`src/source/rtc_timer.sv`:
```
module rtc_timer #(
  parameter int clk_hz = 27000000
) (
  input  logic        i_clk_cpu,
  input  logic        i_reset,
  input  logic        i_rst_stb,
  input  logic        i_adj_stb,
  input  logic [7:0]  i_byte,
  output logic [31:0] o_timer
);
  localparam int pre_w = $clog2(clk_hz + 1);

  logic [pre_w-1:0] prescaler;
  logic [1:0]       byte_ptr;    // Next byte to adjust

  always_ff @(posedge i_clk_cpu) begin
    if (i_reset) begin
      prescaler <= '0;
      byte_ptr  <= 2'd0;
      o_timer   <= 32'd0;
    end else begin
      // One second tick
      if (prescaler == pre_w'(clk_hz - 1)) begin
        prescaler <= '0;
        o_timer   <= o_timer + 32'd1;
      end else begin
        prescaler <= prescaler + 1'b1;
      end
      if (i_rst_stb) begin
        o_timer  <= 32'd0;
        byte_ptr <= 2'd0;
      end else if (i_adj_stb) begin
        o_timer[{byte_ptr, 3'b000} +: 8] <= i_byte;   // Low byte first
        byte_ptr <= byte_ptr + 2'd1;
      end
    end
  end

endmodule

```
`config.mk`:
```
export PLATFORM = sky130hd
export DESIGN_NAME = rtc_timer
export DESIGN_NICKNAME = d
export VERILOG_FILES = /design/src/source/rtc_timer.sv
export SDC_FILE = /design/constraint.sdc
export NUM_CORES = 1
export LEC_CHECK = 0
export CAP_MARGIN = 20
export CELL_PAD_IN_SITES_DETAIL_PLACEMENT = 1
export CELL_PAD_IN_SITES_GLOBAL_PLACEMENT = 2
export CORE_UTILIZATION = 38
export CTS_CLUSTER_SIZE = 40
export DETAILED_ROUTE_END_ITERATION = 8
export DONT_BUFFER_PORTS = 1
export PLACE_DENSITY_LB_ADDON = 0.1
export SYNTH_ARGS = -nofsm -noshare
export SYNTH_HDL_FRONTEND = slang
export SYNTH_SLANG_ARGS = --single-unit
```
`constraint.sdc`:
```
create_clock -name i_clk_cpu -period 2.75 [get_ports i_clk_cpu]
set_input_delay 0.4125 -clock i_clk_cpu [delete_from_list [all_inputs] [get_ports i_clk_cpu]]
set_output_delay 0.4125 -clock i_clk_cpu [all_outputs]
set_load 0.01 [all_outputs]
```
# Yosys cells after proc, flatten, opt, wreduce, memory -nomap -nowiden
# Cells that the tools add are included.
[classes]
n_bitwise = 0
mul = 0
reduce_logical = 2
eq_ne = 1
magnitude_cmp = 0
div_mod_pow = 0
shifts = 2
mux = 4
n_addsub = 4
[ops]
columns = ["cell", "count"]
rows = [
  ["2-to-1 mux 32 bit", 3],
  ["adder 32 x 1 -> 32 bit, second input constant", 1],
  ["bitwise mux 32 bit", 1],
  ["variable shift 8 x 7 -> 32 bit, first input constant", 1],
  ["indexed part select 8 x 7 -> 32 bit", 1],
  ["adder 25 x 1 -> 25 bit, second input constant", 1],
  ["== test 25 bit, second input constant", 1],
  ["negator 5 -> 7 bit", 1],
  ["OR reduction 2 bit", 2],
  ["adder 2 x 1 -> 2 bit, second input constant", 1],
]
[totals]
output_inout_bits = 32
input_bits = 12
latch_bits = 0
ff_bits = 59
mem_count = 0
romBits = 0
ram_bits = 0

# Longest topological paths before layout
[logic_depth]
ltp_word = 5
mapped_depth = 9

# Worst setup path after synthesis
# No wires, ideal clock.
[synth_timing]
path_kind = "reg-to-reg"
start = "reg byte_ptr[0]"
end = "reg o_timer[31]"
setup_ns = 0.064
path_stages_with_launch = 7
n_path_buf = 0
required_time_ns = 2.686
t_arrival_ns = 1.961
slack_ns = 0.725
path_cell_list = "dfxtp_1 inv_1 ha_1 nor3b_1 a21oi_1 or3_1 nor2_1"
[synth_between]
elab_chain_cells = 4
[synth_lines]
columns = ["item", "line_no", "source"]
rows = [
  ["from (decl)", "14", "logic [1:0] byte_ptr;"],
  ["from (signal assigned)", "34", "byte_ptr <= byte_ptr + 2'd1;"],
  ["negator 5 -> 7 bit (*)", "33", "o_timer[{byte_ptr, 3'b000} +: 8] <= i_byte;"],
  ["indexed part select 8 x 7 -> 32 bit / variable shift 8 x 7 -> 32 bit (equally long branches)", "33", ""],
  ["bitwise mux 32 bit (*)", "33", ""],
  ["2-to-1 mux 32 bit (*)", "32", "end else if (i_adj_stb) begin"],
  ["to (signal assigned)", "25", "o_timer <= o_timer + 32'd1;"],
  ["to (signal, indexed assignment)", "33", ""],
  ["to (decl)", "9", "output logic [31:0] o_timer"],
]
# Every way passes the cells marked *; elsewhere a longest branch is shown, timed or not.
# A chain may end at the register's enable or synchronous reset.

# Worst setup path in the final report
[layout_timing]
start = "reg prescaler[0]"
end = "reg o_timer[25]"
[layout_between]
elab_chain_cells = 5
[layout_lines]
columns = ["item", "line_no", "source"]
rows = [
  ["from (decl)", "13", "logic [pre_w-1:0] prescaler;"],
  ["from (signal assigned)", "27", "prescaler <= prescaler + 1'b1;"],
  ["== test 25 bit (*)", "23", "if (prescaler == pre_w'(clk_hz - 1)) begin"],
  ["2-to-1 mux 32 bit (*)", "23", ""],
  ["2-to-1 mux 32 bit (*)", "17", "if (i_reset) begin"],
  ["bitwise mux 32 bit", "33", ""],
  ["2-to-1 mux 32 bit (*)", "32", ""],
]
# Every way passes the cells marked *; elsewhere a longest branch is shown, timed or not. The select of a mux whose other input is x is not followed.

==> out/metrics.yaml <==
syn_avg_cell_area_um2: 8.24
reg2reg_depth: 6
synth_top_area_share_pct: 35.7
start_util_pct: 39.8
io_buffers: 0
synthMuxAreaShare_pct: 2.73
ir_worst_vdd_v: 0.000229
postCtsSetupBuffers: 0
n_fill_cell: 1007
synth-simple-area-share_pct: 35.2
reg2reg_setup_slack_ps: 560
synth_most_common_cell: "dfxtp_1"
root_buffer: "clkbuf_8"
cts_hold_buf: 0
dp.cells: 498
rows: 33
grt_antenna_before_repair: 0
tns_ps: 0
finalClockSkew_ps: 10.7
yosysTopAreaCell: "dfxtp_1"
cts_buffers: 9
die-area_um2: 9070
antenna-diode-count: 0
min_delay_path_depth: 2
core_area_um2: 8300
slowest_delay_ps: 660
grt_max_degree: 26
rsz0062_at_grt: "false"
path_class: "reg2reg"
cts_sinks: 59
p_per_area_nw_per_um2: 484
yosys_warnings: 0
synth.distinct_cells: 43
relSlewSlack_pct: 57.7
drtIter0Drc: 110
setup-violations-final: 0
clk_pin_slew_ps: 70
drcViolationCount: 0
synth.area.top_cells: "dfxtp_1, xnor2_1, nor2_1, nand2_1, nand4_1"
outcome: "complete, no violations"
via_count: 2865
ys_seq_elements: 59
required_ps: 2980
start_kind: "flop"
cts_buffer_depth: 2
ant_nets: 0
drive_gt1_share_pct: 10.0
tightest_slew_ps: 633
netlist_area_um2: 3300
synth_seq_area_share_pct: 35.7
pin_count: 44
synth_top_family_by_area: "simple AND/OR/NAND/NOR gates"
totalWireLength_um: 9160
synthCells: 401
grtUsageTotal_pct: 22.1
synthAdderAreaFrac_pct: 2.65
crit_start: "prescaler[0]"
gp_congestion: 0.737
synth_edf_count: 0
cts_tree: "yes"
timing.rr.end: "o_timer[25]"
grt_pass1_wl_um: 15000
maxCapViolCount: 0
grt_pass1_vias: 2868
hold_viol_final: 0
final_cells: 514
r2r-start: "prescaler[0]"
fmax_ghz: 0.456
endpoint_kind: "flop"
slew_viol_final: 0
cts.repair.resized: 0
yosys.area_share.xor_xnor_pct: 12.5
dp_hpwl_um: 6740
layout_min_cycle_time_ps: 2190
synth_flop_cell: "dfxtp_1"
dr.pass1.iters: 4
synth_common_cells: "dfxtp_1, nor2_1, nand2_1, xnor2_1, o21ai_0"
critical_path.max_fanout: 15
fin_crit_sh_pct: 79.8
ctsHtreeMaxLevel: 3
final_nets: 423
synthArstFlopShare_pct: 0
drt-vias-per-instance: 5.57
die_y_um: 95.3
synth_compound_area_share_pct: 7.16
wire_per_inst_um: 17.8
syn_nets: 420
die_x_um: 95.3
syn_to_final_growth_pct: 9.54
grt-ovfl-total: 0
p_leak_nw: 1.22
cp_slowest_cell: "or4_4"
crit_end: "o_timer[25]"
hold_path_class: "in2reg"
arrival_ps: 2420
insertion_delay_ps: 340
crit_chain: "ha_1, and2_1, nand4_4, or4_4, mux2i_1, and3_1"
## how the worst min path moves through the flow
stage | start | to | slack, ps
4_1_cts | i_byte[1] | o_timer[9] | 180
3_5_place_dp | prescaler[0] | prescaler[0] | 450
5_1_grt | i_byte[1] | o_timer[9] | 180
3_3_place_gp | prescaler[0] | prescaler[0] | 420
6_report | i_byte[1] | o_timer[9] | 190
2_1_floorplan | prescaler[0] | prescaler[0] | 410
## cell type report
class | count | area [um^2] | share of cell area [%]
clock inverter | 6 | 63.8 | 1.76
clock buffer | 10 | 138 | 3.80
multi-input combinational | 313 | 1990 | 55.0
tap | 105 | 131 | 3.63
inverter | 11 | 41.3 | 1.14
sequential | 59 | 1180 | 32.6
timing repair buffer | 10 | 75.1 | 2.07
## sequential cells by signal, summed over array words and instances (netlist names)
name / cells
byte_ptr: 2
o_timer: 32
prescaler: 25
## worst max-delay path, delay by kind of cell, from the launching register on
kind	cells	cell delay, ps
and+or+nand+nor	4	1380
DFF	1	350
muxes	1	140
adders and majority gates	1	220
## per-layer routing
layer	part of all wire [%]	wire, um	vias up	GRT usage (%)
met5	0	0	-	0
met4	1.1	104	0	8.84
met3	4.5	413	8	4.15
met2	44	4060	54	32.7
met1	50	4580	1384	31.2
li1	-	-	1419	-
## layout by cell type (no fill, tap or decap), drive strengths merged, types with 3 or more instances in the layout
| master | instances |
|---|---|
| xnor2 | 40 |
| nor4 | 17 |
| ha | 7 |
| or2 | 3 |
| dfxtp | 59 |
| nand4 | 19 |
| nand2 | 41 |
| or3 | 3 |
| nand3 | 16 |
| and4 | 11 |
| nor2 | 48 |
| and2 | 7 |
| buf | 10 |
| nor3b | 4 |
| a211oi | 8 |
| nor3 | 17 |
| mux2i | 9 |
| inv | 12 |
| nand2b | 5 |
| xor2 | 7 |
| and3 | 7 |
| clkbuf | 10 |
| o21ai | 20 |
| a21oi | 14 |
## through the flow
stage                     power, mW  setup WS [ps]  cell area, um^2  hold WS, ps  util [%]
after floorplan               0.937            725             3300          413         -
after global placement        0.950            583             3420          422      41.2
after detailed placement      0.952            532             3420          450      41.2
after CTS                      1.77            521             3620          175      43.6
after global routing           1.83            384             3620          178      43.6
final                          1.75            557             3620          193      43.6
## report_power, final
part | switching (mW) | internal (mW)
Sequential | 0.0127 | 0.863
Combinational | 0.0352 | 0.0197
Clock | 0.379 | 0.443
## cells by family (layout without fill, tap and decap cells)
group | Yosys count | count (layout)
AO/OA/AOI/OAI | 43 | 43
adder cells (fa/ha/maj) | 7 | 7
buffers and inverters | 29 | 37
XOR/XNOR | 47 | 47
AND/OR/NAND/NOR | 207 | 207
multiplexers | 9 | 9
flip-flops | 59 | 59
No activity file was read; power rests on OpenSTA's default activity.
