$ cat src/common/ql_pkg.sv
package ql_pkg;

  // ==================================================
  // Register word addresses on the peripheral bus
  // ==================================================
  localparam logic [5:0] reg_timer   = 6'd0;   // Upper timer half on read
  localparam logic [5:0] reg_ipc     = 6'd1;   // Lower timer half on read
  localparam logic [5:0] reg_ipc_irq = 6'd16;
  localparam logic [5:0] reg_mdv     = 6'd17;
  localparam logic [5:0] reg_display = 6'd49;

  // IPC commands that are acted on
  typedef enum logic [3:0] {
    cmd_get_status = 4'd1,
    cmd_read_key   = 4'd8,
    cmd_read_row   = 4'd9,
    cmd_set_sound  = 4'd10,
    cmd_kill_sound = 4'd11
  } ipc_cmd_e;

  typedef enum logic [1:0] {
    ipc_idle,
    ipc_send,
    ipc_params,
    ipc_sound
  } ipc_state_e;

  typedef enum logic [1:0] {
    mdv_idle,
    mdv_gap,
    mdv_reading
  } mdv_state_e;

  // IPC return word, built as a key report and shifted out raw
  typedef union packed {
    struct packed {
      logic [3:0] tag;
      logic       zero_a;
      logic       shift;
      logic       ctrl;
      logic       alt;
      logic [1:0] zero_b;
      logic [2:0] row_n;    // Row sent inverted
      logic [2:0] col;
    } key;
    logic [15:0] raw;       // MSB goes out first
  } ipc_ret_u;

  typedef logic [9:0] mdv_addr_t;

endpackage

$ cat src/source/io_regs.sv
module io_regs (
  input  logic        i_clk_cpu,
  input  logic        i_reset,
  input  logic        i_wr,
  input  logic        i_rd,
  input  logic [5:0]  i_addr,
  input  logic        i_uds,
  input  logic        i_lds,
  input  logic [15:0] i_wdata,
  input  logic        i_vsync,
  input  logic [31:0] i_timer,
  input  logic        i_ipc_msb,
  input  logic        i_mdv_gap,
  input  logic        i_mdv_unsel,
  input  logic [7:0]  i_mdv_byte,
  output logic [15:0] o_rdata,
  output logic        o_timer_rst,
  output logic        o_timer_adj,
  output logic        o_ipc_wr,
  output logic        o_mctrl_wr,
  output logic        o_mdv_rd,
  output logic        o_ipl1_n,
  output logic        o_mode
);
  logic       sel_timer;
  logic       sel_ipc;
  logic       sel_irq;
  logic       sel_mdv;
  logic       sel_disp;
  logic       irq_wr;      // Mask and acknowledge byte
  logic       vsync_q;
  logic       vsync_irq;
  logic       gap_irq;
  logic       mask_gap;    // Mask bit 0
  logic [7:0] status;
  logic [7:0] pending;

  assign sel_timer = i_addr == ql_pkg::reg_timer;
  assign sel_ipc   = i_addr == ql_pkg::reg_ipc;
  assign sel_irq   = i_addr == ql_pkg::reg_ipc_irq;
  assign sel_mdv   = i_addr == ql_pkg::reg_mdv;
  assign sel_disp  = i_addr == ql_pkg::reg_display;

  // Peer strobes, word write to the timer only resets it
  assign o_timer_rst = i_wr && sel_timer && i_uds;
  assign o_timer_adj = i_wr && sel_timer && i_lds && !i_uds;
  assign o_ipc_wr    = i_wr && sel_ipc && i_lds;
  assign o_mctrl_wr  = i_wr && sel_irq && i_uds;
  assign o_mdv_rd    = i_rd && sel_mdv;
  assign irq_wr      = i_wr && sel_irq && i_lds;

  assign status   = {i_ipc_msb, 3'b000, i_mdv_gap, 1'b1, 2'b00};   // Rx always ready
  assign pending  = {1'b0, i_mdv_unsel, i_timer[0], 1'b0, vsync_irq, 2'b00, gap_irq};
  assign o_ipl1_n = !(vsync_irq || gap_irq);

  // ==================================================
  // Interrupt flags, mask and display mode
  // ==================================================
  always_ff @(posedge i_clk_cpu) begin
    if (i_reset) begin
      vsync_q   <= 1'b0;
      vsync_irq <= 1'b0;
      gap_irq   <= 1'b0;
      mask_gap  <= 1'b0;
      o_mode    <= 1'b1;
    end else begin
      vsync_q <= i_vsync;
      if (irq_wr && i_wdata[3]) begin
        vsync_irq <= 1'b0;
      end else if (vsync_q && !i_vsync) begin   // Falling edge
        vsync_irq <= 1'b1;
      end
      if (irq_wr && i_wdata[0]) begin
        gap_irq <= 1'b0;
      end else if (i_mdv_gap && mask_gap) begin
        gap_irq <= 1'b1;
      end
      if (irq_wr) begin
        mask_gap <= i_wdata[5];   // Mask field is bits 7:5
      end
      if (i_wr && sel_disp && i_lds) begin
        o_mode <= i_wdata[3];
      end
    end
  end

  // Read data, held until the next read
  always_ff @(posedge i_clk_cpu) begin
    if (i_rd) begin
      case (i_addr)
        ql_pkg::reg_timer:   o_rdata <= i_timer[31:16];
        ql_pkg::reg_ipc:     o_rdata <= i_timer[15:0];
        ql_pkg::reg_ipc_irq: o_rdata <= {status, pending};
        ql_pkg::reg_mdv:     o_rdata <= {i_mdv_byte, i_mdv_byte};
        ql_pkg::reg_display: o_rdata <= {15'd0, o_mode};
        default:             o_rdata <= 16'd0;
      endcase
    end
  end

endmodule

$ cat config.mk
export PLATFORM = sky130hd
export DESIGN_NAME = io_regs
export DESIGN_NICKNAME = d
export VERILOG_FILES = /design/src/common/ql_pkg.sv /design/src/source/io_regs.sv
export SDC_FILE = /design/constraint.sdc
export NUM_CORES = 1
export LEC_CHECK = 0
export BUFFER_PORTS_ARGS = -buffer_cell sky130_fd_sc_hd__buf_2
export CAP_MARGIN = 20
export CORE_ASPECT_RATIO = 0.75
export CORE_MARGIN = 4
export CORE_UTILIZATION = 33
export DETAILED_ROUTE_END_ITERATION = 10
export PLACE_DENSITY = 0.7
export SYNTH_ARGS = -nofsm -noshare
export SYNTH_HDL_FRONTEND = slang
export SYNTH_SLANG_ARGS = --single-unit
$ cat constraint.sdc
create_clock -name i_clk_cpu -period 1.45 [get_ports i_clk_cpu]
set_clock_uncertainty 0.1 [all_clocks]
set_input_delay 0.145 -clock i_clk_cpu [delete_from_list [all_inputs] [get_ports i_clk_cpu]]
set_output_delay 0.145 -clock i_clk_cpu [all_outputs]
set_load 0.03 [all_outputs]
== Word level (Yosys, flattened, before mapping) ==
Index checks and enable logic that the tools add are counted.

* Flip-flop bits (word level): 21
* Output and inout port bits: 23

* Equality and inequality tests: 4
* Muxes and demuxes: 1
* Reductions and logical operators: 23

{| class="wikitable"
|+ Operators by type and width
! cell !! number
|-
| 16-bit one-hot mux with 5 select lines || 1
|-
| 1-bit logical AND || 16
|-
| 6-bit by 5-bit equality test with 1-bit output (second input constant) || 2
|-
| 6-bit by 1-bit equality test with 1-bit output (second input constant) || 1
|-
| 6-bit equality test (second input constant) || 1
|-
| 6-bit zero test || 1
|-
| 2-bit OR reduction || 2
|-
| 1-bit zero test || 3
|-
| 1-bit logical OR || 1
|}

== Logic depth before layout (Yosys ltp) ==
* Word-level depth: 5
* Mapped depth: 5
* Depth with buffers taken out: 3

== Worst setup path after synthesis ==
Ideal clock, no wire load.

* Path kind: in2out
* From: input i_addr[1]
* To: output o_timer_adj
* Data arrival time: 1427 ps
* Required time: 1205 ps
* Slack: -222 ps
* Cell stages on the path: 3
* Buffers on the path: 0
* Path through: nor4_4 > nand2_1 > nor3b_1

* Longest elaborated chain between the ends: 4

{| class="wikitable"
|+ Ends and longest elaborated chain
! what !! RTL line !! RTL
|-
| start: declaration || io_regs.sv:6 || <nowiki>input logic [5:0] i_addr,</nowiki>
|-
| 6-bit zero test || io_regs.sv:38 || <nowiki>assign sel_timer = i_addr == ql_pkg::reg_timer;</nowiki>
|-
| 1-bit logical AND (3 in series) || io_regs.sv:46 || <nowiki>assign o_timer_adj = i_wr && sel_timer && i_lds && !i_uds;</nowiki>
|-
| end: declaration || io_regs.sv:18 || <nowiki>output logic o_timer_adj,</nowiki>
|}

Every way passes these cells.

== Worst setup path in the final report ==
* From: input i_addr[2]
* To: output o_timer_adj

The elaborated chain is that of the path after synthesis.

==> impl_results.md <==
- Die X: approximately 76 um
- Routed len/inst: 13.7 um
- RSZ-0062 raised after global routing: yes
- Sw Pwr: 365 uW
- DRT Wirelength: 3.44 mm
- Layout fillers: 323
- Critical Path RT: 1.21 ns
- First-pass GRT wire length: 5.52 mm
- Worst EP arrival: 1.15 ns
- Minimum clock period: approximately 1.4 ns
- Fin util: 54.1%
- Gate power share: 20.8%
- Maximum VDD drop: between 0.4 and 0.5 mV
- Critical path type: in2out
- Pleak: between 0.0008 and 0.0009 uW
- IO Pins: between 90 and 100
- Switching share of power: 26.9%
- Register area share after synthesis: 50.2%
- Syn nets: 184
- Max FO, Critical Path: 4
- Longest Clk Path Bufs: 2
- Final ANT Viol Nets: 0
- Max Cap Viol: 0
- Pin count of the biggest net entering global routing: 13
- Synthesized area: 0.00116 mm^2
- Crit-path slowest cell: nor4_4
- Clock latency on the worst-skew pair: 0.26 ns
- Synth Warn #: 0
- Post-Syn Area per Cell: 10.3 um^2
- Final Cell Area: 0.00180 mm^2
- Status: complete, no violations
- Number of synthesized flops with an enable pin: 16
- Cell row count: 18
- Placed insts: 241
- Die Ht: 59.3 um
- Worst Tran Pin Value: between 0.2 and 0.3 ns
- Area of the multi-input gates: 524 um^2
- Via-to-Cell Ratio: around 5.0
- Reg2reg start: vsync_irq
- Layout cell share with drive strength beyond 1: 53.3%
- Max Fclk: about 0.72 GHz
- Placed Instance Area: ~0.0017 mm^2
- Yosys top cell by area: edfxtp_1
- Seq. cell area: between 500 and 600 um^2
- First-pass iteration count of the detailed router: 4
- #FFs+latches synth: 21
- H-tree depth: 1
- Vias: 1,250
- Startpoint Class: primary input
- Clk pwr share: between 20% and 30%
- Slew Limit Fails: 0
- GRT Residual Overflow: 0
- Cell depth of the worst hold path: 2
- Max_slew headroom: approximately 80%
- Post-synth top area share: 41.5%
- Int Pwr: 989 uW
- Total Power: 1350 uW
- Layout area overhead: 55.8%
- Worst min path class: in2reg
- Count leader, synth: nand3_1
- Synth Flop Type: edfxtp_1
- Ant diodes: 0
- Crit-path cells: buf_2 > nor4_4 > nand2_2 > nor3b_2 > buf_2
- DP Wirelength: 2.83 mm
- Vias in the first global route: 1,283
- Core Footprint: 0.00333 mm^2
- Setup TNS: 0 ns
- Area contributors post-synth: edfxtp_1, nand3_1, dfxtp_1, a221o_1, o2111ai_1
- FF-to-FF setup slack: 0.58 ns
- CTS root buf: clkbuf_8
- DRT iter0 DRCs: 35
- Total track usage: 15.3%
- Port bufs: 81
- Final Non-Filler Cells: 250
- Clk pin slew, worst setup/hold paths: 0.08 ns
- Most used cell, CP: buf_2
- Worst reg-to-reg path cell count: 2
- Worst Hold End: vsync_q
- Initial Util: 34.7%
- Antenna violations before repair: 0
- # DRC: 0
- Die area: 0.00453 mm^2
- Critical R2R Capture: o_rdata[3]
- Synth cell count leaders: nand3_1, edfxtp_1, nor2_1, and3_1, inv_1
- Pwr dens: 751 mW/mm^2
- CTS Buf Count: 3
- Slowest stage delay, CP: 0.33 ns
- Kind of end point of the critical path: output pin
- Hold path start: i_reset
- Asr flop ratio synth: 0%
- CTS sink cnt: 21
- Fin. Hold Viols: 0
- Sequential Power Share: 50.4%
- Worst setup startpoint: i_addr[2]
- GPL Wtd Cong: 0.807
- Fin crit share: 96.0%
- Nets: 283
- Synth unique cells: 27
- CTS tree: yes
- Final setup viols: 0
- Post-Synthesis Cells: about 110
[through the flow]
step           hold WS, ns  worst slack (ns)
2_1_floorplan        0.112            0.0488
3_3_place_gp         0.240           -0.0277
3_5_place_dp         0.239           -0.0892
4_1_cts            0.00811          0.000381
5_1_grt             0.0369           -0.0113
6_report            0.0140            0.0586
[worst max-delay path by stage]
stage             endpoint  cells after the start
4_1_cts        o_timer_adj                      5
5_1_grt        o_timer_adj                      5
2_1_floorplan   o_mctrl_wr                      5
6_report       o_timer_adj                      5
3_5_place_dp    o_rdata[6]                      5
3_3_place_gp      o_mdv_rd                      5
[registers in the layout (all words and copies together), names as in the netlist]
register	count
gap_irq	1
mask_gap	1
o_mode	1
o_rdata	16
vsync_irq	1
vsync_q	1
[metal layers]
metal | global-route usage, % | share of wire (%)
met5 | 0 | 0
met2 | 27.8 | 49
met1 | 17.5 | 42
met4 | 3.88 | 0.52
met3 | 5.32 | 8.8
[logic make-up (layout without fill, tap and decap cells)]
logic type,Yosys count,in the layout,share of synthesized area (%)
flops,21,21,50.2
simple gates,61,61,31.0
compound gates,14,14,10.3
buf+inv,13,111,5.84
mux,3,3,2.70
[power by group through the flow]
stage	combinational (uW)	clock [uW]	sequential [uW]
after CTS	279	399	683
after detailed placement	272	0	697
after global routing	304	415	686
after floorplan	57.4	0	756
after global placement	271	0	696
final	281	390	683
[layout by cell type, fill, tap and decap left out, drive strengths merged]
master and n:
a211oi 2, a21oi 2, a221o 5, and2 3, and3 6, buf 99, clkbuf 3, clkinv 1
dfxtp 5, dlygate4sd3 2, edfxtp 16, inv 6, mux2 1, mux2i 2, nand2 3, nand2b 2
nand3 31, nand4 3, nand4b 1, nor2 7, nor2b 1, nor3 1, nor3b 1, nor4 1
nor4b 1, o2111ai 5
[cell type report]
cell class / instances / area share, %
clock buffer: 3 / 2.29
clock inverter: 1 / 0.278
inverter: 6 / 1.25
multi-input combinational: 78 / 29.1
sequential: 21 / 32.2
tap: 40 / 2.78
timing repair buffer: 101 / 32.1
[critical path: cells and delay by family]
family,cells,cell delay (ns)
and+or+nand+nor,3,0.65
buffers and inverters,2,0.35
[what timing repair did]
action	in CTS	in global routing
pin swaps	1	2
setup endpoints to repair	5	4
resized for setup	3	3
hold buffers	2	0
setup buffers	1	2
endpoints found under the hold margin	2	0
Power figures use the tool's default switching activity.
