## src/common/ql_pkg.sv

```systemverilog
package ql_pkg;

  // ==================================================
  // Register word addresses on the peripheral bus
  // ==================================================
  localparam logic [5:0] reg_timer   = 6'd0;   // Upper timer half on read
  localparam logic [5:0] reg_ipc     = 6'd1;   // Lower timer half on read
  localparam logic [5:0] reg_ipc_irq = 6'd16;
  localparam logic [5:0] reg_mdv     = 6'd17;
  localparam logic [5:0] reg_display = 6'd49;

  // IPC commands that are acted on
  typedef enum logic [3:0] {
    cmd_get_status = 4'd1,
    cmd_read_key   = 4'd8,
    cmd_read_row   = 4'd9,
    cmd_set_sound  = 4'd10,
    cmd_kill_sound = 4'd11
  } ipc_cmd_e;

  typedef enum logic [1:0] {
    ipc_idle,
    ipc_send,
    ipc_params,
    ipc_sound
  } ipc_state_e;

  typedef enum logic [1:0] {
    mdv_idle,
    mdv_gap,
    mdv_reading
  } mdv_state_e;

  // IPC return word, built as a key report and shifted out raw
  typedef union packed {
    struct packed {
      logic [3:0] tag;
      logic       zero_a;
      logic       shift;
      logic       ctrl;
      logic       alt;
      logic [1:0] zero_b;
      logic [2:0] row_n;    // Row sent inverted
      logic [2:0] col;
    } key;
    logic [15:0] raw;       // MSB goes out first
  } ipc_ret_u;

  typedef logic [9:0] mdv_addr_t;

endpackage

```

## src/ipc/ipc_link.sv

```systemverilog
module ipc_link #(
  parameter int beep_tick = 1944
) (
  input  logic        i_clk_cpu,
  input  logic        i_reset,
  input  logic        i_wr_stb,
  input  logic        i_bit0,
  input  logic        i_bit1,
  input  logic [2:0]  i_row,
  input  logic [2:0]  i_col,
  input  logic        i_shift,
  input  logic        i_ctrl,
  input  logic        i_alt,
  input  logic [63:0] i_kbd_matrix,
  input  logic        i_key_down,
  output logic        o_ret_msb,
  output logic        o_beep_on,
  output logic [9:0]  o_pitch
);
  localparam int tick_w = $clog2(beep_tick + 1);

  ql_pkg::ipc_state_e state;
  ql_pkg::ipc_ret_u   ret;
  logic [5:0]         bit_cnt;
  logic [5:0]         last_bit;   // Index of the final bit in this phase
  logic [3:0]         cmd_sr;
  logic [63:0]        sound_sr;
  logic               key_pressed;
  logic [14:0]        duration;
  logic               timed;      // Zero duration runs until killed
  logic               start;
  logic [tick_w-1:0]  tick;
  logic               bit_wr;
  logic               last;
  logic [3:0]         cmd_nxt;
  logic [63:0]        sound_nxt;
  logic [14:0]        dur_nxt;

  assign bit_wr    = i_wr_stb && !i_bit0;   // Bit 0 high marks a start write
  assign last      = bit_cnt == last_bit;
  assign cmd_nxt   = {cmd_sr[2:0], i_bit1};
  assign sound_nxt = {sound_sr[62:0], i_bit1};
  assign dur_nxt   = {sound_nxt[22:16], sound_nxt[31:24]};
  assign o_ret_msb = ret.raw[15];

  always_ff @(posedge i_clk_cpu) begin
    if (i_reset) begin
      state       <= ql_pkg::ipc_idle;
      bit_cnt     <= 6'd0;
      key_pressed <= 1'b0;
      o_beep_on   <= 1'b0;
      start       <= 1'b0;
    end else begin
      start <= 1'b0;

      // ==================================================
      // Beep duration
      // ==================================================
      if (start) begin
        o_beep_on <= 1'b1;
        tick      <= '0;
      end else if (o_beep_on && timed) begin
        if (tick == tick_w'(beep_tick - 1)) begin
          tick <= '0;
          if (duration != 15'd0) begin
            duration <= duration - 15'd1;
          end else begin
            o_beep_on <= 1'b0;
          end
        end else begin
          tick <= tick + 1'b1;
        end
      end

      // ==================================================
      // Serial command engine
      // ==================================================
      if (bit_wr) begin
        cmd_sr  <= cmd_nxt;
        bit_cnt <= bit_cnt + 6'd1;
        case (state)
          ql_pkg::ipc_idle: begin
            if (bit_cnt == 6'd3) begin
              bit_cnt <= 6'd0;
              case (ql_pkg::ipc_cmd_e'(cmd_nxt))
                ql_pkg::cmd_get_status: begin
                  state       <= ql_pkg::ipc_send;
                  last_bit    <= 6'd7;
                  ret.raw     <= {7'd0, key_pressed, 8'd0};
                  key_pressed <= 1'b0;
                end
                ql_pkg::cmd_read_key: begin
                  state    <= ql_pkg::ipc_send;
                  last_bit <= 6'd15;
                  ret.key  <= '{4'b0001, 1'b0, i_shift, i_ctrl, i_alt, 2'b00, ~i_row, i_col};
                end
                ql_pkg::cmd_read_row: begin
                  state    <= ql_pkg::ipc_params;
                  last_bit <= 6'd3;
                end
                ql_pkg::cmd_set_sound: begin
                  state    <= ql_pkg::ipc_sound;
                  last_bit <= 6'd63;
                end
                ql_pkg::cmd_kill_sound: o_beep_on <= 1'b0;
                default: ;
              endcase
            end
          end
          ql_pkg::ipc_send: begin
            if (bit_cnt != 6'd0) begin
              ret.raw <= {ret.raw[14:0], 1'b0};
            end
            if (last) begin
              state   <= ql_pkg::ipc_idle;
              bit_cnt <= 6'd0;
            end
          end
          ql_pkg::ipc_params: begin
            if (last) begin   // Row number is complete
              state    <= ql_pkg::ipc_send;
              bit_cnt  <= 6'd0;
              last_bit <= 6'd7;
              ret.raw  <= {i_kbd_matrix[{cmd_nxt[2:0], 3'b000} +: 8], 8'd0};
            end
          end
          default: begin
            sound_sr <= sound_nxt;
            if (last) begin
              state     <= ql_pkg::ipc_idle;
              bit_cnt   <= 6'd0;
              o_pitch   <= 10'd256 - {2'b00, sound_nxt[63:56]};
              duration  <= dur_nxt;
              timed     <= dur_nxt != 15'd0;
              o_beep_on <= 1'b0;   // One quiet cycle before the new tone
              start     <= 1'b1;
            end
          end
        endcase
      end

      if (i_key_down) begin
        key_pressed <= 1'b1;
      end
    end
  end

  a_pitch_stable: assert property (@(posedge i_clk_cpu) disable iff (i_reset)
    o_beep_on && $past(o_beep_on) |-> $stable(o_pitch));

endmodule

```

## config.mk

```make
export PLATFORM = sky130hd
export DESIGN_NAME = ipc_link
export DESIGN_NICKNAME = d
export VERILOG_FILES = /design/src/common/ql_pkg.sv /design/src/ipc/ipc_link.sv
export SDC_FILE = /design/constraint.sdc
export NUM_CORES = 1
export LEC_CHECK = 0
export BUFFER_PORTS_ARGS = -buffer_cell sky130_fd_sc_hd__buf_2
export CAP_MARGIN = 20
export CORE_MARGIN = 2
export CORE_UTILIZATION = 40
export CTS_CLUSTER_SIZE = 28
export DETAILED_ROUTE_END_ITERATION = 12
export GPL_TIMING_DRIVEN = 0
export PLACE_DENSITY = 0.58
export SYNTH_ARGS = -nofsm -noshare
export SYNTH_HDL_FRONTEND = slang
export SYNTH_SLANG_ARGS = --single-unit
```

## constraint.sdc

```tcl
create_clock -name i_clk_cpu -period 6.1 [get_ports i_clk_cpu]
set_input_delay 1.22 -clock i_clk_cpu [delete_from_list [all_inputs] [get_ports i_clk_cpu]]
set_output_delay 1.22 -clock i_clk_cpu [all_outputs]
set_load 0.01 [all_outputs]
```

=== Word-level counts from Yosys, hierarchy flattened ===
Index checks and enable logic that the tools add are counted.

* Register bits: 136
* Latch bits: 0
* Memory bits (writable): 0
* Bits in read-only memories: 0
* Bits of input ports: 79
* Output and inout bits: 12
* Logic and storage cells: 106
* Memories: 0

* $add $sub $neg: 4
* Multiply operators: 0
* Div/mod/pow operators: 0
* Magnitude comparators: 0
* Eq/ne operators: 16
* Shifts and indexed selects: 1
* Multiplexer cells: 41
* Bitwise logic cells: 4
* Reductions and logical operators: 27

{| class="wikitable"
|+ Operators with widths
! kind !! number
|-
| 2-to-1 mux 15 bit || 7
|-
| indexed part select 64 x 7 -> 8 bit || 1
|-
| 2-to-1 mux 16 bit || 3
|-
| one-hot mux 16 bit (3 select lines) || 1
|-
| one-hot mux 16 bit (2 select lines) || 1
|-
| 2-to-1 mux 6 bit || 5
|-
| nonzero test 15 bit || 2
|-
| one-hot mux 6 bit (4 select lines) || 1
|-
| 2-to-1 mux 11 bit || 2
|-
| == test 4 bit (second input constant) || 4
|-
| subtractor 15 x 1 -> 15 bit (second input constant) || 1
|-
| 2-to-1 mux 1 bit || 14
|-
| nonzero test 2 bit || 7
|-
| one-hot mux 6 bit (2 select lines) || 1
|-
| adder 11 x 1 -> 11 bit (second input constant) || 1
|-
| == test 11 bit (second input constant) || 1
|-
| subtractor 9 x 8 -> 10 bit (first input constant) || 1
|-
| AND reduction 4 bit || 2
|-
| AND reduction 7 bit || 1
|-
| adder 6 x 1 -> 6 bit (second input constant) || 1
|-
| == test 6 x 2 -> 1 bit (second input constant) || 1
|-
| == test 6 bit || 1
|-
| 2-to-1 mux 2 bit || 3
|-
| inequality test 2 bit (second input constant) || 3
|-
| other kinds (23) || 28
|}

=== Logic depth before layout (Yosys ltp) ===
* Depth in word-level cells: 9
* Mapped depth: 8
* Gate-level depth less buffers: 7

=== Least setup slack after synthesis ===
No wires, ideal clock.

* Kind: input to register
* From: input port i_reset
* To: register o_pitch[0], enable pin
* Setup time: 0.378 ns
* Data arrival time: 3.896 ns
* Required time: 5.722 ns
* Setup slack: 1.827 ns
* Stages on the path: 3
* Path buffers: 0
* Cells stage by stage: inv_1 -> and3_1 -> nor2b_1

* Cells in the longest elaborated chain, start to end: 2

{| class="wikitable"
|+ RTL lines
! element !! line !! source
|-
| start, declared || ipc_link.sv:5 || <nowiki>input logic i_reset,</nowiki>
|-
| inverter 1 bit (no line) || n/a ||
|-
| AND reduction 4 bit (no line) || n/a ||
|-
| end signal, assigned || ipc_link.sv:132 || <nowiki>o_pitch <= 10'd256 - {2'b00, sound_nxt[63:56]};</nowiki>
|-
| end, declared || ipc_link.sv:18 || <nowiki>output logic [9:0] o_pitch</nowiki>
|}

Every way passes these cells.
A chain may end at the register's enable or synchronous reset.

=== Worst setup path in the final report ===
* From: input port i_reset
* To: register o_pitch[2], enable pin

The elaborated chain is that of the path after synthesis.

==> flow_metrics.tcl <==
set metrics [dict create \
    die_area_um2 16200 \
    ys_seq_area_share_pct 63.6 \
    n_antenna_cell 0 \
    hold_viol_final 0 \
    area_delta_synth_final_pct 21.2 \
    root_buffer "clkbuf_16" \
    hpwl_um 8250 \
    synth_ff_type "edfxtp_1" \
    grt_pass1_vias 3957 \
    pre_cts_ws_ns 2.01 \
    avgSynthCellArea_um2 13.6 \
    ys_warn_count 0 \
    hold_class "reg -> reg" \
    crit_type "in -> reg" \
    nets 644 \
    routed_via_density 5.23 \
    cts_htree_levels 4 \
    cts_tree "built" \
    synth_edf_count 121 \
    antenna_found_initial 0 \
    fmax_mhz 280 \
    start_util_pct 41.4 \
    setup_viol 0 \
    cp-end-kind "register" \
    required_ns 6.13 \
    rsz0062_at_grt "false" \
    vias 3934 \
    syn_area_um2 6060 \
    clock_path_buffers 2 \
    io_pins 91 \
    port-buffer-count 89 \
    gr-total-overflow 0 \
    outcome "completed" \
    wirelength_um 11500 \
    hold_buffers 0 \
    synthesis.nets 534 \
    cts_resized 0 \
    finalCritPeriodShare_pct 58.6 \
    ys_top_cells_by_area "edfxtp_1 (60%), mux4_2 (5.9%), dfxtp_1 (3.6%)" \
    finalWorstSetupSlack_ns 2.53 \
    cts.sinks 132 \
    cap_violations 0 \
    multiInputGateArea_um2 2090 \
    worst_pin_slew_ns 0.993 \
    netlist_instances 445 \
    insertion_delay_ns 0.41 \
    fin_setup_tns_ns 0 \
    seqCellArea_um2 3850 \
    core_region_area_um2 14600 \
    synth_cell_type_count 55 \
    power.leakage_nw 2.57 \
    cts-buffers-inserted 17 \
    async_reset_ff_share_pct 0 \
    power.density_nw_per_um2 278 \
    gp_congestion 0.822 \
    slew_violations 0 \
    fillCellCount 1320 \
    track_usage_pct 15.4 \
    critical_path_arrival_ns 3.61 \
    skew_ns 0.00746 \
    antenna_left 0 \
    min_period_ns 3.57 \
    slew_headroom_pct 33.6 \
    drt-initial-drc-count 337 \
    post_cts_buffers 0 \
    clk_pin_slew_ns 0.06 \
    grt_max_degree 36 \
    drc 0 \
    most-common-layout-cells "edfxtp_1 (121), buf_2 (93), nand2_1 (40)" \
    drive_gt1_share_pct 27.5 \
    final_common_cell "edfxtp_1" \
    peakVddDrop_mv 0.201 \
    row_count 44 \
    cp_max_fo 30 \
    synth_seq_cells 132 \
    start_kind "input port" \
    firstDrtPassIters 4 \
    grt_pass1_wl_um 19200 \
    die_y_um 127 \
    yosysTopAreaCellShare_pct 59.9 \
    yosysTopAreaCell "edfxtp_1" \
    wl_per_cell_um 15.4 \
    fp.dieW_um 127 \
]
cell families (layout without fill, tap and decap cells):
group	Yosys count	count (layout)	synth area share, %
and+or+nand+nor	159	159	14.3
DFF	132	132	63.6
AOI/OAI and AO/OA	55	55	5.57
xor gates and xnor gates	31	31	4.48
buffers and inverters	30	153	2.13
muxes	27	27	7.78
adders and majority gates	10	10	2.06
other	1	1	0.0619
worst max-delay path: stages:
cell and delay, ns:
buf_2 0.15, inv_1 0.59, and3_2 0.77, nor2b_1 0.86
final timing paths:
path / slack [ns] / endpoint / cells past startpoint / from
max: 2.53 / o_pitch[2] / 4 / i_reset
min: 0.41 / sound_sr[8] / 0 / sound_sr[7]
max reg2reg: 3.49 / ret[0] / 6 / bit_cnt[2]
min reg2reg: 0.41 / sound_sr[8] / 0 / sound_sr[7]
layout make-up:
| cell class | count | area share (%) |
|---|---|---|
| inverters | 14 | 0.715 |
| clock buffers | 17 | 5.79 |
| multi-input cells | 283 | 28.4 |
| flip-flops and latches | 132 | 52.4 |
| repair buffers | 91 | 6.49 |
| clock inverters | 15 | 2.01 |
| plain buffers | 16 | 1.04 |
| well taps | 184 | 3.13 |
report_power, final:
group / switching (mW) / internal, mW / leakage [nW]
Combinational: 0.0362 / 0.0478 / 1.14
Clock: 0.400 / 0.569 / 0.268
Sequential: 0.00879 / 0.984 / 1.17
Total: 0.445 / 1.60 / 2.57
sequential cells by signal (all words and copies together), names as in the netlist, 3 cells and up:
signal and cells:
sound_sr 63, ret 16, duration 15, tick 11, o_pitch 9, bit_cnt 6, cmd_sr 3, last_bit 3
routing by layer:
| metal | track usage, % | wire (µm) |
|---|---|---|
| met2 | 24.1 | 5600 |
| met4 | 6.27 | 110 |
| met3 | 4.65 | 480 |
| met1 | 20.1 | 5350 |
| met5 | 0 | 0 |
cell usage after synthesis (2+ instances only):
cell type  instances
dfxtp_1           11
buf_2              4
nor4_2             2
nor3_1             9
nand2_1           40
nand3_1           10
mux4_2            16
o31a_1             2
o21ai_1            9
a22o_1             2
a22oi_1            2
nor4_1            11
a21oi_1           10
clkbuf_1           9
and2_1             8
a2111oi_0          2
a31oi_1            5
nand4_1           14
and3_1             2
buf_4              3
nand4b_1           2
a211oi_1           2
xor2_1            21
xnor2_1           10
nand2b_1           4
or3_1              9
edfxtp_1         121
o21ai_0           15
nor2b_1            3
ha_1              10
inv_1             14
mux2i_1           10
or4_1              3
nor2_1            29
per-stage QoR:
stage | hold WS [ns] | power [mW] | instance area, µm² | cells | utilization, %
after floorplan | 0.400 | 1.06 | 6060 | 445 | -
after CTS | 0.414 | 2.07 | 7350 | 752 | 50.2
after global routing | 0.426 | 2.12 | 7350 | 752 | 50.2
after global placement | 0.404 | 1.09 | 6740 | 718 | 46.0
after detailed placement | 0.405 | 1.10 | 6780 | 720 | 46.3
final | 0.415 | 2.05 | 7350 | 752 | 50.2
Power figures use the tool's default switching activity.
