$ cat config.mk
export PLATFORM = sky130hd
export DESIGN_NAME = key_encoder
export DESIGN_NICKNAME = d
export VERILOG_FILES = /design/src/ipc/key_encoder.sv
export SDC_FILE = /design/constraint.sdc
export NUM_CORES = 1
export LEC_CHECK = 0
export BUFFER_PORTS_ARGS = -buffer_cell sky130_fd_sc_hd__buf_2
export CORE_MARGIN = 2
export CORE_UTILIZATION = 39
export DETAILED_ROUTE_END_ITERATION = 12
export PLACE_DENSITY = 0.85
export SETUP_SLACK_MARGIN = 0.2
export SLEW_MARGIN = 25
export SYNTH_ARGS = -nofsm -noshare
export SYNTH_HDL_FRONTEND = slang
export SYNTH_SLANG_ARGS = --single-unit
$ cat constraint.sdc
create_clock -name vclk -period 3.1
set_input_delay 0.155 -clock vclk [all_inputs]
set_output_delay 0.155 -clock vclk [all_outputs]
set_load 0.1 [all_outputs]
$ cat src/ipc/key_encoder.sv
module key_encoder (
  input  logic [63:0] i_kbd_matrix,
  output logic [2:0]  o_row,
  output logic [2:0]  o_col,
  output logic        o_shift,
  output logic        o_ctrl,
  output logic        o_alt
);
  logic [7:0] row_bits;
  logic       mod_mix;    // Modifiers down together with other row 7 keys

  // Lowest populated row wins, 7 when nothing is down
  always_comb begin
    o_row = 3'd7;
    for (int r = 6; r >= 0; r--) begin
      if (|i_kbd_matrix[r*8 +: 8]) begin
        o_row = 3'(r);
      end
    end
  end

  assign mod_mix  = (o_row == 3'd7) && (|i_kbd_matrix[58:56]) && (|i_kbd_matrix[63:59]);
  assign row_bits = i_kbd_matrix[{o_row, 3'b000} +: 8] & (mod_mix ? 8'hf8 : 8'hff);

  always_comb begin
    o_col = 3'd7;
    for (int c = 6; c >= 0; c--) begin
      if (row_bits[c]) begin
        o_col = 3'(c);
      end
    end
  end

  assign o_shift = i_kbd_matrix[56];
  assign o_ctrl  = i_kbd_matrix[57];
  assign o_alt   = i_kbd_matrix[58];

endmodule

# Yosys cells after proc, flatten, opt, wreduce, memory -nomap -nowiden
# Cells that the tools add are included.
[word_totals]
regBits = 0
output_inout_bits = 9
word_cells = 29
[classes]
n_eq_ne = 1
n_shift = 1
mux = 15
bitwise_logic = 1
n_reduce_logical = 11
[op_table]
columns = ["operator", "count"]
rows = [
  ["indexed part select 64 x 7 -> 7 bit", 1],
  ["OR reduction 8 bit", 7],
  ["2-to-1 mux 3 bit", 13],
  ["bitwise AND 7 bit", 1],
  ["OR reduction 5 bit", 1],
  ["== test 3 bit, second input constant", 1],
  ["OR reduction 3 bit", 1],
  ["logical AND 1 bit", 2],
  ["2-to-1 mux 1 bit", 2],
]

# Depth between registers and ports, before layout
# Gate-level depths: netlist of run 1.
[logic_depth]
word_depth = 20
mapped_depth = 11

# Least setup slack after synthesis of run 1
# No wires, ideal clock.
[synth_path]
kind = "input port to output port"
from = "input port i_kbd_matrix[0]"
to = "output port o_col[1]"
arrival_time_ps = 3961
t_required_ps = 2945
setup_slack_ps = -1016
path_stages = 9
path_cell_list = "or4_1 -> or4_4 -> or2_1 -> buf_6 -> clkinv_2 -> nand3_1 -> o22ai_1 -> o21bai_2 -> a31oi_1"
[synth_between]
elab_chain_cells = 10
[synth_lines]
columns = ["item", "line", "rtl"]
rows = [
  ["start: declaration", "2", "input logic [63:0] i_kbd_matrix,"],
  ["OR reduction 8 bit (*)", "16", "if (|i_kbd_matrix[r*8 +: 8]) begin"],
  ["2-to-1 mux 3 bit (*)", "16", ""],
  ["via o_row[2]", "3", "output logic [2:0] o_row,"],
  ["indexed part select 64 x 7 -> 7 bit / == test 3 bit (equally long branches)", "23, 22", ""],
  ["bitwise AND 7 bit (*)", "23", "assign row_bits = i_kbd_matrix[{o_row, 3'b000} +: 8] & (mod_mix ? 8'hf8 : 8'hff);"],
  ["2-to-1 mux 3 bit / logical AND 1 bit (equally long branches)", "28, 22", ""],
  ["2-to-1 mux 3 bit (on tied branches)", "28, 23", ""],
  ["2-to-1 mux 3 bit / bitwise AND 7 bit (equally long branches)", "28, 23", ""],
  ["2-to-1 mux 3 bit (2 in series)", "28", "if (row_bits[c]) begin"],
  ["2-to-1 mux 3 bit (*)", "28", ""],
  ["end: declaration", "4", "output logic [2:0] o_col,"],
]
# Mark *: on every way through the listed nets, which the timed path passes. The rest lies on a longest branch.

# Final worst setup path of run 1
[layout_path]
from = "input port i_kbd_matrix[1]"
to = "output port o_col[2]"
[layout_between]
elab_chain_cells = 10
[layout_lines]
columns = ["item", "line"]
rows = [
  ["branches (longest 6 deep; another with indexed part select 64 x 7 -> 7 bit)", "n/a"],
  ["bitwise AND 7 bit (*)", "23"],
  ["branches (longest 2 deep; another with 2-to-1 mux 3 bit)", "n/a"],
  ["2-to-1 mux 3 bit (*)", "28"],
]
# Mark *: on every way between the ends.

==> results of run 1 <==
## power breakdown
group | leakage [uW] | total (uW) | internal (uW) | switching, uW
logic | 0.000618 | 147 | 62.4 | 84.4
clock network | 0 | 0 | 0 | 0
registers | 0 | 0 | 0 | 0
total | 0.000618 | 147 | 62.4 | 84.4
## synthesized netlist by cell type, drive strengths merged
library cell / n
o32ai: 1
mux4: 1
buf: 5
nor3: 2
clkbuf: 1
a211oi: 3
nor4: 10
nand3b: 1
o21ai: 8
nand4: 2
nor2: 6
inv: 3
nand2: 8
o21bai: 2
mux2i: 5
a21o: 2
nand3: 2
o221ai: 1
nand2b: 1
o2bb2ai: 1
mux2: 1
o211a: 2
o22ai: 3
and4: 1
o211ai: 4
a21oi: 12
or4: 10
or2: 2
a31oi: 6
clkinv: 1
o31ai: 2
## layout by cell type, fill, tap and decap left out, drive strengths merged, types with 3 or more instances in the layout
cell,count
buf,87
o21ai,8
a211oi,3
inv,3
o22ai,3
nand2,8
a21oi,12
a31oi,6
or4,10
o211ai,4
nor4,10
nor2,6
mux2i,5
## through the flow
step	worst slack [ns]	hold WS, ns	setup TNS [ns]
floorplan	-0.0112	0.522	-0.0112
global placement	0.126	0.706	0
detailed placement	0.0453	0.706	0
CTS	0.160	0.707	0
global route	0.0619	0.713	0
finish	0.127	0.708	0
## cell type report
| type | count | area [sq um] |
|---|---|---|
| multi-input cells | 99 | 788 |
| repair buffers | 87 | 552 |
| fillers | 165 | 518 |
| well taps | 27 | 33.8 |
| inverters | 4 | 22.5 |
| repair inverters | 1 | 7.51 |
## metal layers
layer / vias up / track usage [%]
met3: 10 / 8.33
met2: 141 / 50.0
li1: 622 / -
met5: - / 0
met4: 0 / 5.24
met1: 617 / 37.9
## worst paths after layout
kind | end | cells after the start | slack, ns | startpoint
worst max-delay path | o_col[2] | 11 | 0.13 | i_kbd_matrix[1]
worst min-delay path | o_alt | 2 | 0.71 | i_kbd_matrix[58]
## cell families after synthesis
family | count (synthesis) | synth area share [%]
and+or+nand+nor | 45 | 37.1
AOI/OAI and AO/OA | 47 | 43.7
muxes | 7 | 10.8
buffers and inverters | 10 | 8.39
## critical path: cells and delay by family
kind / cells / cell delay [ns]
compound gates: 3 / 0.63
buf+inv: 3 / 0.43
mux: 1 / 0.23
simple gates: 4 / 1.36
## timing repair
action                                  in CTS  in global routing
pin swaps                                    3                  6
resized for setup                            5                  9
buffers inserted                             1                  8
cloned                                       1                  0
endpoints found under the setup margin       3                  3
==> summary by stage, run 1 <==
Outcome
The run finished with clean final reports.

Die
The core box area is 1920 sq um. The boundary pin count is 73. The initial cell density of the core is 40.4%. The number of rows in the core area is 16. Measured along the y axis, the die boundary spans 48.6 microns. The die width is 48.6 microns. The die covers 2360 sq um.

Critical path
The required time of the critical path is 2.94 ns. By startpoint and endpoint, the worst setup path is classified as in -> out. Walking the worst path, the cells encountered are buf_2 > or4_4 > or4_4 > o21bai_4 > inv_4 > mux2i_1 > o22ai_1 > o21bai_2 > nand2_1 > nor2_4 > buf_12. At the worst endpoint, the arrival time is 2.82 ns.

The launching element type of the critical path is a primary input. The delay of the slowest cell on the worst path is 0.54 ns. For this design, the slowest cell found on the critical path is or4_4. The endpoint type of the worst setup path is an output port. The largest fanout on the critical path is 6. The cell that appears most often on the critical path is or4_4.

Routing
The sum of met3 wire segment lengths after detailed routing is 564 microns. In this run the remaining antenna-violating nets after routing total 0. After detailed routing, no signal wire sits above met4. The DRC violation total after the first TritonRoute iteration is 105.

The first TritonRoute pass finished after 4 iterations. After detailed routing, the average wire length per cell comes to 17.5 microns. The per-cell via count in the routed design is 6.38. The remaining design rule violation count is 0.

The routed layout has 1,390 vias. The total routed wirelength is 3.82 mm. After detailed routing, the met2 layer carries 1.82 mm of wire. The routed length on met1 is 1.38 mm.

GRT
For this run, the total global-route usage over all layers was measured as 29.6%. Global routing finished with a remaining overflow of 0. The largest net degree at the start of global routing is 10. The global-route wire length before repair is 5.77 mm. The number of global-route vias before repair is 1,282. The initial antenna violation count is 0.

Synth
Summed over all instances, the cell type with the most area after synthesis is or4_1. The average footprint of a synthesized cell is 7.12 sq um. When the netlist entered floorplanning its net count stood at 173. The proportion of synthesized chip area in sequential cells is 0%. The share of synthesized area in the top cell type comes to 7.74%. The count of mapped cells out of synthesis is 109.

Counting distinct cell types in the post-synthesis netlist gives 41. The yosys synthesis warning count is 0. By area the synthesized netlist is led by or4_1 7.7%, nor4_1 7.3%, a21oi_1 7.1%, mux2i_1 6.5%, a31oi_1 4.8%. The area of the mapped netlist is 776 sq um.

Finish
The layout clock buffer count is 0. The number of sequential storage elements is 0. The net count of the finished layout is 257. The count of cells in the finished layout, fillers not included, comes to 218.

The share of the core filled with cells in the final layout is 73.0%. Cells with a size suffix above 1 make up 59.7% of the layout. Relative to the synthesized area, the layout overhead comes to 81.0%. The repair_antennas step left the layout with diodes totalling 0. The storage element area is 0 sq um. After routing the design area is 1400 sq um.

Worst hold path
The type of the worst min-delay path is in -> out.

Timing
The slew at the pin with the worst max-slew slack is 0.633 ns. Setup violations remaining at the end of the flow were counted as 0. The number of failing hold endpoints at the final stage came to 0. The highest clock rate is 336 MHz.

The number of max-slew violations in the final report was 0. Setup repair after global routing could not meet its margin everywhere. The ratio of final minimum period to clock period is 95.9%. The relative max-transition margin is 57.4%.

The worst path in the final design needs a cycle of 2.97 ns, including I/O delays and setup.

Placed design
The cell count after placement is 208. The weighted congestion at the end of routability-driven global placement is 0.940. The number of buffers added on ports is 73. The area of placed instances is 1260 sq um.

The post-detailed-placement half-perimeter wirelength is 2.94 mm.

Power and ir drop
The power density normalized to cell area is 105 nW/um^2. The worst-case IR drop observed on VDD is 0.0811 mV. For this design the static power due to leakage is 0.000618 uW. The total power is 147 uW.

Clock tree
The count of hold-fix buffers inserted at cts is 0.

Flow run
The number of maximum-capacitance constraint violations is 0.
(Power assumes the default switching activity.)
==> run 2: changes to the inputs <==
==> constraint.sdc (replaced) <==
create_clock -name vclk -period 3.1
set_input_delay 0.155 -clock vclk [all_inputs]
set_output_delay 0.155 -clock vclk [all_outputs]
set_load 0.05 [all_outputs]
==> run 2 against run 1 <==
  * Core utilization is 4.6 points lower
  * Global-route usage is 0.99 points lower
  * Clock-buffer cell count stayed put
  * Maximum frequency is 2.1% higher
  * Cell area is 6.2% lower
  * First-iteration DRC count is 28% higher
  * Setup slack better by 0.061 ns
  * Combinational power is 18% lower
  * Total power is 17% lower
  * Via count is 0.58% higher
  * Sequential share of layout area stayed put
  * Critical endpoint is now o_col[1]
==> summary by stage, run 2 (synthesized netlist as in run 1, its figures left out) <==
Outcome
The run finished with clean final reports.

Timing
The relative max-transition margin is 60.6% (+3.1 points). Setup repair after global routing could not meet its margin everywhere. The slew at the pin with the worst max-slew slack is 0.586 ns (-0.0468 ns).

The count of endpoints failing setup in the final report was 0 (unchanged). The highest clock rate is 343 MHz (+2.1%). The number of max-slew violations in the final report is 0 (unchanged). The final critical path time including I/O delays and setup is 2.91 ns (-0.0605 ns).

The number of failing hold endpoints at the final stage is 0 (unchanged). The accumulated negative setup slack is 0 ns (unchanged). The ratio of final minimum period to clock period came to 94.0% (-2.0 points).

Routing
The routed length per placed instance was 18.4 microns (+4.7%). The final antenna-violating net count is 0 (unchanged). The total routed wirelength was 3.93 mm (+2.7%). The per-cell via count in the routed design came to 6.53 (+2.5%).

The length of the first detailed-routing pass in iterations is 5 (+1). The overall via count from detail_route is 1,398 (+0.58%). The DRC violation total after the first TritonRoute iteration is 134 (+28%). The remaining design rule violation count is 0 (unchanged).

Placed design
The post-detailed-placement half-perimeter wirelength is 2.86 mm (-2.8%). The weighted congestion at the end of routability-driven global placement is 0.971 (+3.4%). The area of placed instances is 1180 sq um (-6.4%). The number of buffers added on ports is 73 (unchanged). The cell count after placement is 208 (unchanged).

Finish
The number of sequential storage elements is 0 (unchanged). The storage element area is 0 sq um (unchanged). The layout clock buffer count is 0 (unchanged). Relative to the synthesized area, the layout overhead comes to 69.7%. The total number of nets in the final design is 253 (-1.6%). The share of cells above drive strength 1 is 60.4% (+0.74 points).

The library cells used most frequently in the layout, excluding fill and tap cells, are 67 x buf_2, 11 x a21oi_1, 10 x buf_4, 7 x nor4_1, 7 x o21ai_0. The cell area after layout is 1320 sq um (-6.2%). The post-layout instance count excluding filler cells came to 214 (-1.8%). The library cell used most frequently in the layout, excluding fill and tap cells, is buf_2. The diode insertion count for antenna repair is 0 (unchanged).

Die
The boundary pin count is 73 (unchanged). The number of rows in the core area is 16 (unchanged). The die width is 48.6 microns (unchanged). The core box area is 1920 sq um (unchanged). The die area is 2360 sq um (unchanged).

The floorplan die height is 48.6 microns (unchanged). The initial cell density of the core came to 40.4% (unchanged).

Clock tree
The count of hold-fix buffers inserted at cts was 0 (unchanged).

Flow run
The number of maximum-capacitance constraint violations is 0 (unchanged).

GRT
The largest net degree at the start of global routing is 10 (unchanged). The number of global-route vias before repair is 1,239 (-3.4%). The overall fraction of global-route tracks in use is 28.7% (-0.99 points). The final global-route overflow total is 0 (unchanged). The initial antenna violation count is 0 (unchanged). The global-route wire length before repair is 5.62 mm (-2.5%).

Power and ir drop
The leakage component of the power came to 0.000590 uW (-4.5%). The power density normalized to cell area came to 92.2 nW/um^2 (-12%). The worst voltage drop across the vdd grid came to 0.0566 mV (-30%).

Critical path
The worst setup path is launched from a primary input. The largest fanout on the critical path is 8 (+2). The data arrival time of the worst path came to 2.76 ns (-0.06 ns). The startpoint-to-endpoint class of the critical path is in -> out. The worst setup path is captured at an output port. The required time of the critical path is 2.94 ns (about the same).

Worst hold path
The type of the worst min-delay path is in -> out. The number of cells on the worst hold path is 2 (unchanged). The startpoint of the tightest hold check path is i_kbd_matrix[58]. The path with the worst hold slack has its endpoint at o_alt.
==> run 2: changes by cell type in the layout (fill, tap and decap cells not counted), sizes merged <==
cell	delta
buf	-4
clkbuf	+1
clkinv	+1
clkinvlp	-1
inv	-1
==> run 2: final cells by class <==
| cell class | count | area [sq um] |
|---|---|---|
| Tap cell | 27 | 33.8 |
| Fill cell | 158 | 606 |
| Inverter | 4 | 21.3 |
| Multi-Input combinational cell | 99 | 776 |
| Timing Repair Buffer | 84 | 485 |
==> run 2: what timing repair did <==
action / in CTS / in global routing
setup endpoints to repair: 3 / 3
buffers inserted: 1 / 5
pin swaps: 1 / 5
gates resized for setup: 4 / 19
hold endpoints to repair: 0 / 0
cloned: 0 / 0
==> run 2: how the worst max path moves through the flow <==
stage          slack, ns        to             from
2_1_floorplan       0.14  o_col[0]  i_kbd_matrix[0]
3_3_place_gp        0.14  o_col[1]  i_kbd_matrix[0]
3_5_place_dp        0.06  o_col[1]  i_kbd_matrix[1]
4_1_cts             0.21  o_col[0]  i_kbd_matrix[1]
5_1_grt              0.1  o_col[1]  i_kbd_matrix[5]
6_report            0.19  o_col[1]  i_kbd_matrix[5]
==> run 2: report_power, final <==
group          internal, uW  leakage, uW  switching [uW]
Clock                     0            0               0
Sequential                0            0               0
Combinational          55.5     0.000590            65.9
Total                  55.5     0.000590            65.9
==> run 2: per-layer routing <==
layer	wire length (microns)	GRT usage, %	vias to the layer above
met5	0	0	-
met4	80	7.14	0
met3	553	4.32	19
met2	1870	48.2	131
met1	1430	38.2	635
li1	-	-	613
==> run 2: through the flow <==
stage	utilization (%)	hold WS, ns	setup WS [ns]	power, uW
floorplan	-	0.477	0.143	47.2
global placement	61.6	0.624	0.140	105
detailed placement	61.6	0.625	0.0551	106
CTS	62.6	0.625	0.206	108
global route	68.5	0.631	0.0956	128
finish	68.5	0.625	0.187	121
==> run 2: worst max-delay path, cell delays in order <==
cell and delay [ns]:
buf_2 0.11, or4_4 0.53, or4_4 0.58, o21bai_4 0.23, clkinv_4 0.12, o21ai_0 0.11
a21oi_1 0.18, o22ai_1 0.15, nand2b_1 0.18, a31oi_2 0.23, buf_6 0.19
